<file path="config.mk">
export PLATFORM = sky130hd
export DESIGN_NAME = acq_link_top
export DESIGN_NICKNAME = d
export VERILOG_FILES = /design/src/hw/acq_link_pkg.sv /design/src/hw/acq_link_top.sv /design/src/hw/acq_sequencer.sv /design/src/hw/frame_scheduler.sv /design/src/hw/link_interface.sv /design/src/hw/serial_tx.sv
export VERILOG_INCLUDE_DIRS = /design/src /design/src/hw
export SDC_FILE = /design/constraint.sdc
export NUM_CORES = 1
export LEC_CHECK = 0
export ABC_AREA = 1
export BUFFER_PORTS_ARGS = -buffer_cell sky130_fd_sc_hd__buf_4
export CAP_MARGIN = 5
export CORE_MARGIN = 2
export CORE_UTILIZATION = 46
export CTS_CLUSTER_DIAMETER = 200
export DETAILED_ROUTE_END_ITERATION = 12
export PLACE_DENSITY = 0.65
export REMOVE_ABC_BUFFERS = 1
export SYNTH_ARGS = -nofsm -noshare
export SYNTH_HDL_FRONTEND = slang
export SYNTH_HIERARCHICAL = 1
export SYNTH_SLANG_ARGS = --single-unit
</file>
<file path="constraint.sdc">
create_clock -name clock -period 2.04 [get_ports clock]
set_input_delay 0.204 -clock clock [delete_from_list [all_inputs] [get_ports clock]]
set_output_delay 0.204 -clock clock [all_outputs]
set_load 0.03 [all_outputs]
</file>
<file path="src/hw/acq_link_settings.svh">
`ifndef ACQ_LINK_SETTINGS_SVH
`define ACQ_LINK_SETTINGS_SVH

// clock cycles per serial bit
// 16 keeps simulation short, the real link uses 104
`define ACQ_BIT_TICKS 16

// width of one serial byte
`define ACQ_BYTE_W 8

// number of multiplexer channels, counter wraps after the last one
`define ACQ_CHANNELS 8

`endif

</file>
<file path="src/hw/acq_link_pkg.sv">
package acq_link_pkg;

	// acquisition sequencer, one pass per sample
	typedef enum logic [2:0] {
		// enable the analog multiplexer
		SEQ_MUX_ON    = 3'b000,
		// one cycle for the multiplexer to settle
		SEQ_SETTLE    = 3'b001,
		// raise soc towards the converter
		SEQ_START     = 3'b010,
		// converter busy while eoc is high
		SEQ_WAIT_CONV = 3'b011,
		// drop load strobe, step the channel
		SEQ_LATCH     = 3'b100,
		// raise send_data towards the scheduler
		SEQ_REQUEST   = 3'b101,
		// wait for the scheduler to take the sample
		SEQ_REQ_WAIT  = 3'b110,
		// wait for the scheduler to finish both bytes
		SEQ_WAIT_RDY  = 3'b111
	} seq_state_t;

	// frame scheduler, two byte transfers per sample
	typedef enum logic [1:0] {
		SCHED_IDLE         = 2'b00,
		SCHED_SHOT         = 2'b01,
		SCHED_WAIT_CONFIRM = 2'b10,
		// guard cycle so a stale send_data is not taken twice
		SCHED_DONE         = 2'b11
	} sched_state_t;

	// link interface controller
	typedef enum logic [1:0] {
		LINK_IDLE     = 2'b00,
		LINK_LOAD     = 2'b01,
		LINK_SEND     = 2'b10,
		LINK_WAIT_END = 2'b11
	} link_state_t;

	// serial frame position, data bits carry their own index
	typedef enum logic [1:0] {
		TX_START = 2'b00,
		TX_DATA  = 2'b01,
		TX_STOP  = 2'b10
	} tx_bit_t;

endpackage

</file>
<file path="src/hw/acq_link_top.sv">
`timescale 1ns/100ps
`include "acq_link_settings.svh"

module acq_link_top (
	input  logic                   clock,
	input  logic                   rst_n,
	input  logic                   eoc,
	input  logic                   dsr,
	input  logic [`ACQ_BYTE_W-1:0] data_in,
	output logic                   soc,
	output logic                   load_dato,
	output logic                   mux_en,
	output logic                   add_mpx2,
	output logic [3:0]             canale,
	output logic                   error,
	output logic                   data_out
);

	// sequencer and scheduler handshake
	logic send_data;
	logic rdy;
	// scheduler and link interface
	logic shot;
	logic confirm;
	// link interface and transmitter
	logic send_en;
	logic tx_end;
	logic [`ACQ_BYTE_W-1:0] tx_byte;

	acq_sequencer u_sequencer (
		.clock     (clock),
		.rst_n     (rst_n),
		.eoc       (eoc),
		.rdy       (rdy),
		.soc       (soc),
		.load_dato (load_dato),
		.mux_en    (mux_en),
		.canale    (canale),
		.send_data (send_data)
	);

	frame_scheduler u_scheduler (
		.clock     (clock),
		.rst_n     (rst_n),
		.send_data (send_data),
		.confirm   (confirm),
		.rdy       (rdy),
		.shot      (shot),
		.add_mpx2  (add_mpx2)
	);

	link_interface u_link (
		.clock   (clock),
		.rst_n   (rst_n),
		.shot    (shot),
		.tx_end  (tx_end),
		.dsr     (dsr),
		.data_in (data_in),
		.confirm (confirm),
		.send_en (send_en),
		.tx_byte (tx_byte),
		.error   (error)
	);

	serial_tx u_tx (
		.clock    (clock),
		.rst_n    (rst_n),
		.send_en  (send_en),
		.tx_byte  (tx_byte),
		.tx_end   (tx_end),
		.data_out (data_out)
	);

endmodule

</file>
<file path="src/hw/acq_sequencer.sv">
`timescale 1ns/100ps
`include "acq_link_settings.svh"

module acq_sequencer import acq_link_pkg::*; (
	input  logic       clock,
	input  logic       rst_n,
	input  logic       eoc,
	input  logic       rdy,
	output logic       soc,
	output logic       load_dato,
	output logic       mux_en,
	output logic [3:0] canale,
	output logic       send_data
);

	// last channel number before wrapping back to 0
	localparam logic [3:0] LAST_CHAN = 4'(`ACQ_CHANNELS - 1);

	seq_state_t state;
	// channel counter, first sample after reset reports channel 1
	logic [3:0] chan_cnt;

	assign canale = chan_cnt;

	always_ff @(posedge clock or negedge rst_n) begin
		if (!rst_n) begin
			state     <= SEQ_MUX_ON;
			soc       <= 1'b0;
			load_dato <= 1'b0;
			mux_en    <= 1'b0;
			send_data <= 1'b0;
			chan_cnt  <= 4'd0;
		end else begin
			case (state)
				SEQ_MUX_ON: begin
					mux_en <= 1'b1;
					state  <= SEQ_SETTLE;
				end
				SEQ_SETTLE: begin
					state <= SEQ_START;
				end
				SEQ_START: begin
					// soc lands two cycles after mux_en
					soc   <= 1'b1;
					state <= SEQ_WAIT_CONV;
				end
				SEQ_WAIT_CONV: begin
					// converter busy, keep soc up and wait
					if (!eoc) begin
						load_dato <= 1'b1;
						mux_en    <= 1'b0;
						state     <= SEQ_LATCH;
					end
				end
				SEQ_LATCH: begin
					load_dato <= 1'b0;
					soc       <= 1'b0;
					// step through 1..7 then back to 0
					if (chan_cnt == LAST_CHAN) begin
						chan_cnt <= 4'd0;
					end else begin
						chan_cnt <= chan_cnt + 4'd1;
					end
					state <= SEQ_REQUEST;
				end
				SEQ_REQUEST: begin
					send_data <= 1'b1;
					state     <= SEQ_REQ_WAIT;
				end
				SEQ_REQ_WAIT: begin
					// scheduler has taken the sample once rdy is up
					if (rdy) begin
						state <= SEQ_WAIT_RDY;
					end
				end
				SEQ_WAIT_RDY: begin
					// rdy low means both bytes are out
					if (!rdy) begin
						send_data <= 1'b0;
						state     <= SEQ_MUX_ON;
					end
				end
				default: begin
					state <= SEQ_MUX_ON;
				end
			endcase
		end
	end

endmodule

</file>
<file path="src/hw/frame_scheduler.sv">
`timescale 1ns/100ps

module frame_scheduler import acq_link_pkg::*; (
	input  logic clock,
	input  logic rst_n,
	input  logic send_data,
	input  logic confirm,
	output logic rdy,
	output logic shot,
	output logic add_mpx2
);

	sched_state_t state;
	// set between first and second byte of a sample
	logic second_byte;

	// second multiplexer input selected for the second byte
	assign add_mpx2 = second_byte;

	always_ff @(posedge clock or negedge rst_n) begin
		if (!rst_n) begin
			state       <= SCHED_IDLE;
			rdy         <= 1'b0;
			shot        <= 1'b0;
			second_byte <= 1'b0;
		end else begin
			case (state)
				SCHED_IDLE: begin
					if (send_data) begin
						rdy   <= 1'b1;
						state <= SCHED_SHOT;
					end
				end
				SCHED_SHOT: begin
					// one shot per byte
					shot  <= 1'b1;
					state <= SCHED_WAIT_CONFIRM;
				end
				SCHED_WAIT_CONFIRM: begin
					shot <= 1'b0;
					if (confirm) begin
						if (!second_byte) begin
							// first byte out, switch mux and go again
							second_byte <= 1'b1;
							state       <= SCHED_SHOT;
						end else begin
							// pair complete, hand the sample back
							second_byte <= 1'b0;
							rdy         <= 1'b0;
							state       <= SCHED_DONE;
						end
					end
				end
				SCHED_DONE: begin
					// sequencer still holds send_data this cycle
					state <= SCHED_IDLE;
				end
				default: begin
					state <= SCHED_IDLE;
				end
			endcase
		end
	end

endmodule

</file>
<file path="src/hw/link_interface.sv">
`timescale 1ns/100ps
`include "acq_link_settings.svh"

module link_interface import acq_link_pkg::*; (
	input  logic                   clock,
	input  logic                   rst_n,
	input  logic                   shot,
	input  logic                   tx_end,
	input  logic                   dsr,
	input  logic [`ACQ_BYTE_W-1:0] data_in,
	output logic                   confirm,
	output logic                   send_en,
	output logic [`ACQ_BYTE_W-1:0] tx_byte,
	output logic                   error
);

	link_state_t state;
	// buffer holds a byte not yet sent
	logic tre;
	logic load;
	logic send;

	assign load = (state == LINK_LOAD);
	assign send = (state == LINK_SEND);

	// transmit buffer, only written when empty
	always_ff @(posedge clock) begin
		if (load && !tre) begin
			tx_byte <= data_in;
		end
	end

	always_ff @(posedge clock or negedge rst_n) begin
		if (!rst_n) begin
			state   <= LINK_IDLE;
			tre     <= 1'b0;
			send_en <= 1'b0;
			confirm <= 1'b0;
			error   <= 1'b0;
		end else begin
			// confirm is a single-cycle pulse
			confirm <= 1'b0;
			case (state)
				LINK_IDLE: begin
					if (shot) begin
						state <= LINK_LOAD;
					end
				end
				LINK_LOAD: begin
					if (!tre) begin
						tre   <= 1'b1;
						error <= 1'b0;
					end else begin
						// overrun, old byte stays in the buffer
						error <= 1'b1;
					end
					state <= LINK_SEND;
				end
				LINK_SEND: begin
					// receiver not ready, flag and retry next cycle
					if (dsr) begin
						send_en <= 1'b1;
						error   <= 1'b0;
						state   <= LINK_WAIT_END;
					end else begin
						error <= 1'b1;
					end
				end
				LINK_WAIT_END: begin
					if (tx_end) begin
						send_en <= 1'b0;
						tre     <= 1'b0;
						confirm <= 1'b1;
						state   <= LINK_IDLE;
					end
				end
				default: begin
					state <= LINK_IDLE;
				end
			endcase
		end
	end

endmodule

</file>
<file path="src/hw/serial_tx.sv">
`timescale 1ns/100ps
`include "acq_link_settings.svh"

module serial_tx import acq_link_pkg::*; (
	input  logic                   clock,
	input  logic                   rst_n,
	input  logic                   send_en,
	input  logic [`ACQ_BYTE_W-1:0] tx_byte,
	output logic                   tx_end,
	output logic                   data_out
);

	localparam int TICK_W = $clog2(`ACQ_BIT_TICKS);
	localparam int IDX_W = $clog2(`ACQ_BYTE_W);
	localparam logic [TICK_W-1:0] TICK_LAST = TICK_W'(`ACQ_BIT_TICKS - 1);
	// msb goes out first
	localparam logic [IDX_W-1:0] IDX_MSB = IDX_W'(`ACQ_BYTE_W - 1);

	tx_bit_t pos;
	logic [TICK_W-1:0] tick;
	logic [IDX_W-1:0] bit_idx;
	logic bit_done;

	// last cycle of the current bit period
	assign bit_done = (tick == TICK_LAST);
	assign tx_end = send_en && (pos == TX_STOP) && bit_done;

	// line idles high
	always_comb begin
		if (!send_en) begin
			data_out = 1'b1;
		end else begin
			case (pos)
				TX_START: data_out = 1'b0;
				TX_DATA:  data_out = tx_byte[bit_idx];
				default:  data_out = 1'b1;
			endcase
		end
	end

	always_ff @(posedge clock or negedge rst_n) begin
		if (!rst_n) begin
			pos     <= TX_START;
			tick    <= '0;
			bit_idx <= IDX_MSB;
		end else if (!send_en) begin
			// hold at frame start until a byte is due
			pos     <= TX_START;
			tick    <= '0;
			bit_idx <= IDX_MSB;
		end else if (!bit_done) begin
			tick <= tick + 1'b1;
		end else begin
			tick <= '0;
			case (pos)
				TX_START: begin
					pos     <= TX_DATA;
					bit_idx <= IDX_MSB;
				end
				TX_DATA: begin
					if (bit_idx == '0) begin
						pos <= TX_STOP;
					end else begin
						bit_idx <= bit_idx - 1'b1;
					end
				end
				default: begin
					// stop bit done, ready for the next frame
					pos <= TX_START;
				end
			endcase
		end
	end

endmodule

</file>
### Word-level counts from Yosys, hierarchy flattened

Index checks and enable logic that the tools add are counted.

| storage, ports and cells | value |
|---|---|
| register bits | 39 |
| input bits | 12 |
| output and inout bits | 10 |
| word-level logic and storage cells | 132 |

| cells by class | value |
|---|---|
| add/subtract/negate cells | 3 |
| $lt $le $gt $ge | 1 |
| eq/ne operators | 30 |
| mux-type cells | 49 |
| reductions and logical operators | 30 |

Operators with widths:

| kind | count |
|---|---|
| $pmux 3 s8 | 1 |
| $pmux 1 s2 | 10 |
| $mux 2 | 9 |
| $mux 3 | 6 |
| $reduce_bool 2->1 | 9 |
| $pmux 2 s4 | 2 |
| $mux 1 | 15 |
| $reduce_and 2->1 | 7 |
| $eq 3x3->1 const B | 4 |
| $mux 4 | 3 |
| $ne 2x2->1 const B | 6 |
| $reduce_and 3->1 | 4 |
| $eq 2x2->1 const B | 5 |
| $add 4x1->4 const B | 2 |
| $ne 2x1->1 const B | 4 |
| $eq 2x1->1 const B | 3 |
| $eq 3x2->1 const B | 2 |
| $logic_not 2->1 | 3 |
| $logic_not 3->1 | 2 |
| $pmux 3 s2 | 1 |
| $eq 4x3->1 const B | 1 |
| $eq 4x4->1 const B | 1 |
| $lt 3x4->1 const B | 1 |
| $pmux 2 s2 | 1 |
| 9 further kinds | 11 |

### Longest topological paths before layout

| depth | value |
|---|---|
| word-level depth | 5 |
| gate-level depth with buffers | 10 |
| mapped depth without buffers | 10 |

### Cells and area by module

Netlist, hierarchy kept.

By module, submodules not included:

| module | instances | cells an instance | area an instance (um^2) | sequential area each (um^2) |
|---|---|---|---|---|
| link_interface | 1 | 52 | 580.6 | 390.4 |
| serial_tx | 1 | 79 | 571.8 | 229.0 |
| acq_sequencer | 1 | 63 | 526.8 | 275.3 |
| frame_scheduler | 1 | 37 | 290.3 | 125.1 |

### Worst setup path after synthesis

No wires, ideal clock.

| timing path | value |
|---|---|
| path kind | register to register |
| from | register u_tx.tick[0] |
| to | register u_link.state[0] |
| library setup time | 0.118 ns |
| data arrival time | 1.253 ns |
| data required time | 1.922 ns |
| path slack | 0.669 ns |
| stages on the path, launching flop included | 11 |
| path buffers | 0 |
| period minus slack after synthesis | 1.371 ns |
| cells stage by stage | dfrtp_1 ha_1 nand2_1 inv_1 nand2_1 nor4_1 inv_1 nand2_1 nand3_1 nand2_1 nand2_1 |

| on the way | value |
|---|---|
| cells in the longest elaborated chain, start to end | 4 |

RTL lines:

| element | line | source |
|---|---|---|
| from (decl) | serial_tx.sv:20 | `logic [TICK_W-1:0] tick;` |
| from (signal assigned) | serial_tx.sv:52 | `tick <= tick + 1'b1;` |
| $eq 4x4->1 | serial_tx.sv:25 | `assign bit_done = (tick == TICK_LAST);` |
| $logic_and 1x1->1 | serial_tx.sv:26 | `assign tx_end = send_en && (pos == TX_STOP) && bit_done;` |
| via tx_end | acq_link_top.sv:27 | `logic tx_end;` |
| $ne 2x2->1 (no line) | - |  |
| $reduce_and 3->1 (no line) | - |  |
| to (signal assigned) | link_interface.sv:64 | `state <= LINK_WAIT_END;` |
| to (signal assigned) | link_interface.sv:74 | `state <= LINK_IDLE;` |
| to (signal assigned) | link_interface.sv:78 | `state <= LINK_IDLE;` |
| to (decl) | link_interface.sv:17 | `link_state_t state;` |

The timed path passes the listed nets, and every way through them passes these cells.
A chain may end at the register's enable or synchronous reset.

### Final worst setup path

| timing path | value |
|---|---|
| from | register u_tx.bit_idx[0] |
| to | output data_out |

| on the way | value |
|---|---|
| cells in the longest elaborated chain, start to end | 4 |

RTL lines:

| element | line | source |
|---|---|---|
| from (decl) | serial_tx.sv:21 | `logic [IDX_W-1:0] bit_idx;` |
| from (signal assigned) | serial_tx.sv:64 | `bit_idx <= bit_idx - 1'b1;` |
| $bmux 1 s3 | serial_tx.sv:35 | `TX_DATA: data_out = tx_byte[bit_idx];` |
| $mux 1 (implied by the code) | serial_tx.sv:35 |  |
| $pmux 1 s2 | serial_tx.sv:33 | `case (pos)` |
| $mux 1 | serial_tx.sv:30 | `if (!send_en) begin` |
| to (decl) | acq_link_top.sv:16 | `output logic data_out` |

Every way passes these cells. The select of a mux whose other input is x is not followed.

==> impl_results.md <==
* Worst skew pair latency at 280 ps
* Post-placement cell area at 0.00218 mm2
* Sum of buffers and inverters on the critical path at 2
* I/O Buffers at 21
* Final Non-Filler Cells at 310
* Worst EP required at 1840 ps
* CP peak stage delay at 600 ps
* Placer Congestion at 0.802
* Cell Rows at 23
* Synthesized flop and latch total at 39
* YS warnings at 6
* Overall Power at 0.00327 W
* Pin count of the biggest net entering global routing at 32
* Io pins at 22
* PostCTS Resize Cnt at 0
* DRT iter0 DRCs at 73
* N_diodes at 0
* CP Launch Point: u_tx/bit_idx[0]
* GRT overflow at 0
* Achievable frequency at 0.588 GHz
* Most frequent cells in the layout: nand2_1 (66), inv_1 (40), dfrtp_1 (28), buf_4 (21), nand3_1 (20)
* Num CTS Buffers at 5
* WP depth at 7
* Total Die Area at 0.00482 mm2
* Post-synthesis cell count at 231
* Die Ht at 69.4 um
* Cell family with most CP delay: flip-flops
* Flop2flop setup slack at 440 ps
* Final hold violation count at 0
* Antenna violations before repair at 0
* Critical path's slowest cell: dfstp_2
* Crit end category: output pin
* Most common library cell in the layout ignoring fill and taps: nand2_1
* Vias at 1476
* Worst path cell trace: inv_2 > nand2_1 > nand3_1 > nand3_1 > nand3_1 > nand2_1 > buf_4
* Worst-path clk slew at 70 ps
* Status: complete, no violations
* Worst Setup EP: data_out
* Design area at 0.00227 mm2
* CTS tree: built
* CTS Root Cell: clkbuf_8
* HPWL after DPL at 2370 um
* Share of layout cells above drive strength 1 at 17.3%
* Clk sink count at 39
* Worst hold slack at 91.7 ps
* Min cycle time layout at 1700 ps
* Yosys cell types at 26
* Slew Viols, Final at 0
* GRT Total Usage at 15.5%
* Worst Setup Start Kind: flop
* Setup violators final at 0
* Layout net count at 282
* Vias per Instance at 4.76
* Cell leakage power at 1.18 nW
* Die X at 69.4 um
* Hold Crit Class: input port to flop
* Vias in the first global route at 1419
* Most used cell, CP: nand3_1
* Pre-Repair DR Iteration Count at 4
* Max Cap Viol at 0
* Reg2reg start: u_tx/tick[0]
* Cells after DPL at 301
* Max Buffers Root-to-Sink at 2
* Synthesized area at 0.00197 mm2
* RR Endpoint: u_link/state[1]
* CTS Hold Bufs at 1
* Syn-to-layout area delta at 15.4%
* Register area share after synthesis at 51.8%
* Antenna-violating nets left at 0
* Routed wire length at 3200 um
* Initial Util at 48.5%
* Final Cycle Share at 83.3%
* CTS H-Tree Depth at 2
* Slew headroom at 57.7%
* Worst Path Arrival at 1500 ps
* Critical path class: flop to output pin
* RSZ-0062 raised after global routing: no
* Mean Syn Cell Area at 8.53 um2
* Post-CTS setup buffers at 0
* Core area at 0.00406 mm2
* CP max FO at 7
* DRC errors left at 0
* Setup TNS at 0 ps
* Maximum VDD drop at 727 uV
* Worst-Margin Slew at 632 ps
* PD cells at 1440 mW/mm2
* Routed WL per cell at 10.3 um
* R2r worst-path depth at 10
* First-pass GRT wire length at 6030 um
* Worst Skew at 2.21 ps
## state kept, by name, summed over array words and instances, names as in the netlist, 2 cells and up
name	count
u_link/state	2
u_link/tx_byte	8
u_scheduler/state	2
u_sequencer/canale	4
u_sequencer/state	3
u_tx/bit_idx	3
u_tx/pos	2
u_tx/tick	4
## per-stage QoR
step	utilization, %	setup slack (ps)
final	56.0	340
after global routing	56.0	205
after CTS	56.0	307
after detailed placement	53.8	451
after global placement	53.8	515
after floorplan	-	669
## cell families (layout without fill, tap and decap cells)
kind of cell	count (synthesis)	count (layout)	share of synthesized area [%]
AND/OR/NAND/NOR	113	113	24.8
AO/OA/AOI/OAI	20	20	5.72
buffers and inverters	44	73	8.58
adder cells (fa/ha/maj)	11	11	6.99
flip-flops	39	39	51.8
XOR/XNOR	4	4	2.16
## worst min-delay path by stage
stage	start	endpoint	slack (ps)	cells past startpoint
floorplan	rst_n	u_link/confirm	-90	0
global placement	rst_n	u_sequencer/state[0]	170	1
detailed placement	rst_n	u_sequencer/send_data	170	1
CTS	data_in[2]	u_link/tx_byte[2]	80	1
global route	data_in[5]	u_link/tx_byte[5]	70	1
finish	data_in[2]	u_link/tx_byte[2]	90	1
## final cells by class
class	count	area, um2
timing repair buffer	22	168
inverter	43	161
multi-input combinational	148	781
clock buffer	7	76.3
fill	395	1780
sequential	39	1020
tap	50	62.6
clock inverter	1	5.00
## layer usage
metal / track usage (%) / part of all wire (%) / wire length, um
met1: 20.1 / 47 / 1490
met2: 23.9 / 47 / 1520
met3: 4.65 / 3.6 / 114
met4: 6.97 / 2.3 / 74
met5: 0 / 0 / 0
## Yosys cell counts
| library cell | count | area, um2 |
|---|---|---|
| a21oi_1 | 3 | 15.0 |
| nor4_1 | 1 | 6.26 |
| o211ai_1 | 1 | 7.51 |
| xnor2_1 | 1 | 8.76 |
| nand3_2 | 1 | 10.0 |
| o21bai_1 | 1 | 7.51 |
| o21a_1 | 1 | 7.51 |
| edfxtp_1 | 8 | 240 |
| nor2_1 | 13 | 48.8 |
| o21ai_2 | 1 | 8.76 |
| nor2_2 | 4 | 25.0 |
| o22ai_1 | 1 | 6.26 |
| o21ai_1 | 2 | 10.0 |
| dfstp_2 | 3 | 78.8 |
| o21ai_0 | 10 | 50.1 |
| xnor2_2 | 1 | 16.3 |
| ha_1 | 11 | 138 |
| nand2_1 | 66 | 248 |
| xor2_1 | 2 | 17.5 |
| inv_1 | 40 | 150 |
| nand4_1 | 3 | 18.8 |
| inv_2 | 3 | 11.3 |
| nand3_1 | 20 | 100 |
| nand2_2 | 5 | 31.3 |
| buf_4 | 1 | 7.51 |
| dfrtp_1 | 28 | 701 |
## where the power goes
part / internal, W / switching [W] / total (W)
logic: 0.000564 / 0.000880 / 0.00144
registers: 0.00108 / 0.000253 / 0.00133
clock network: 0.000240 / 0.000253 / 0.000493
total: 0.00189 / 0.00139 / 0.00327
Note: power is estimated with default switching activity, not from simulation.
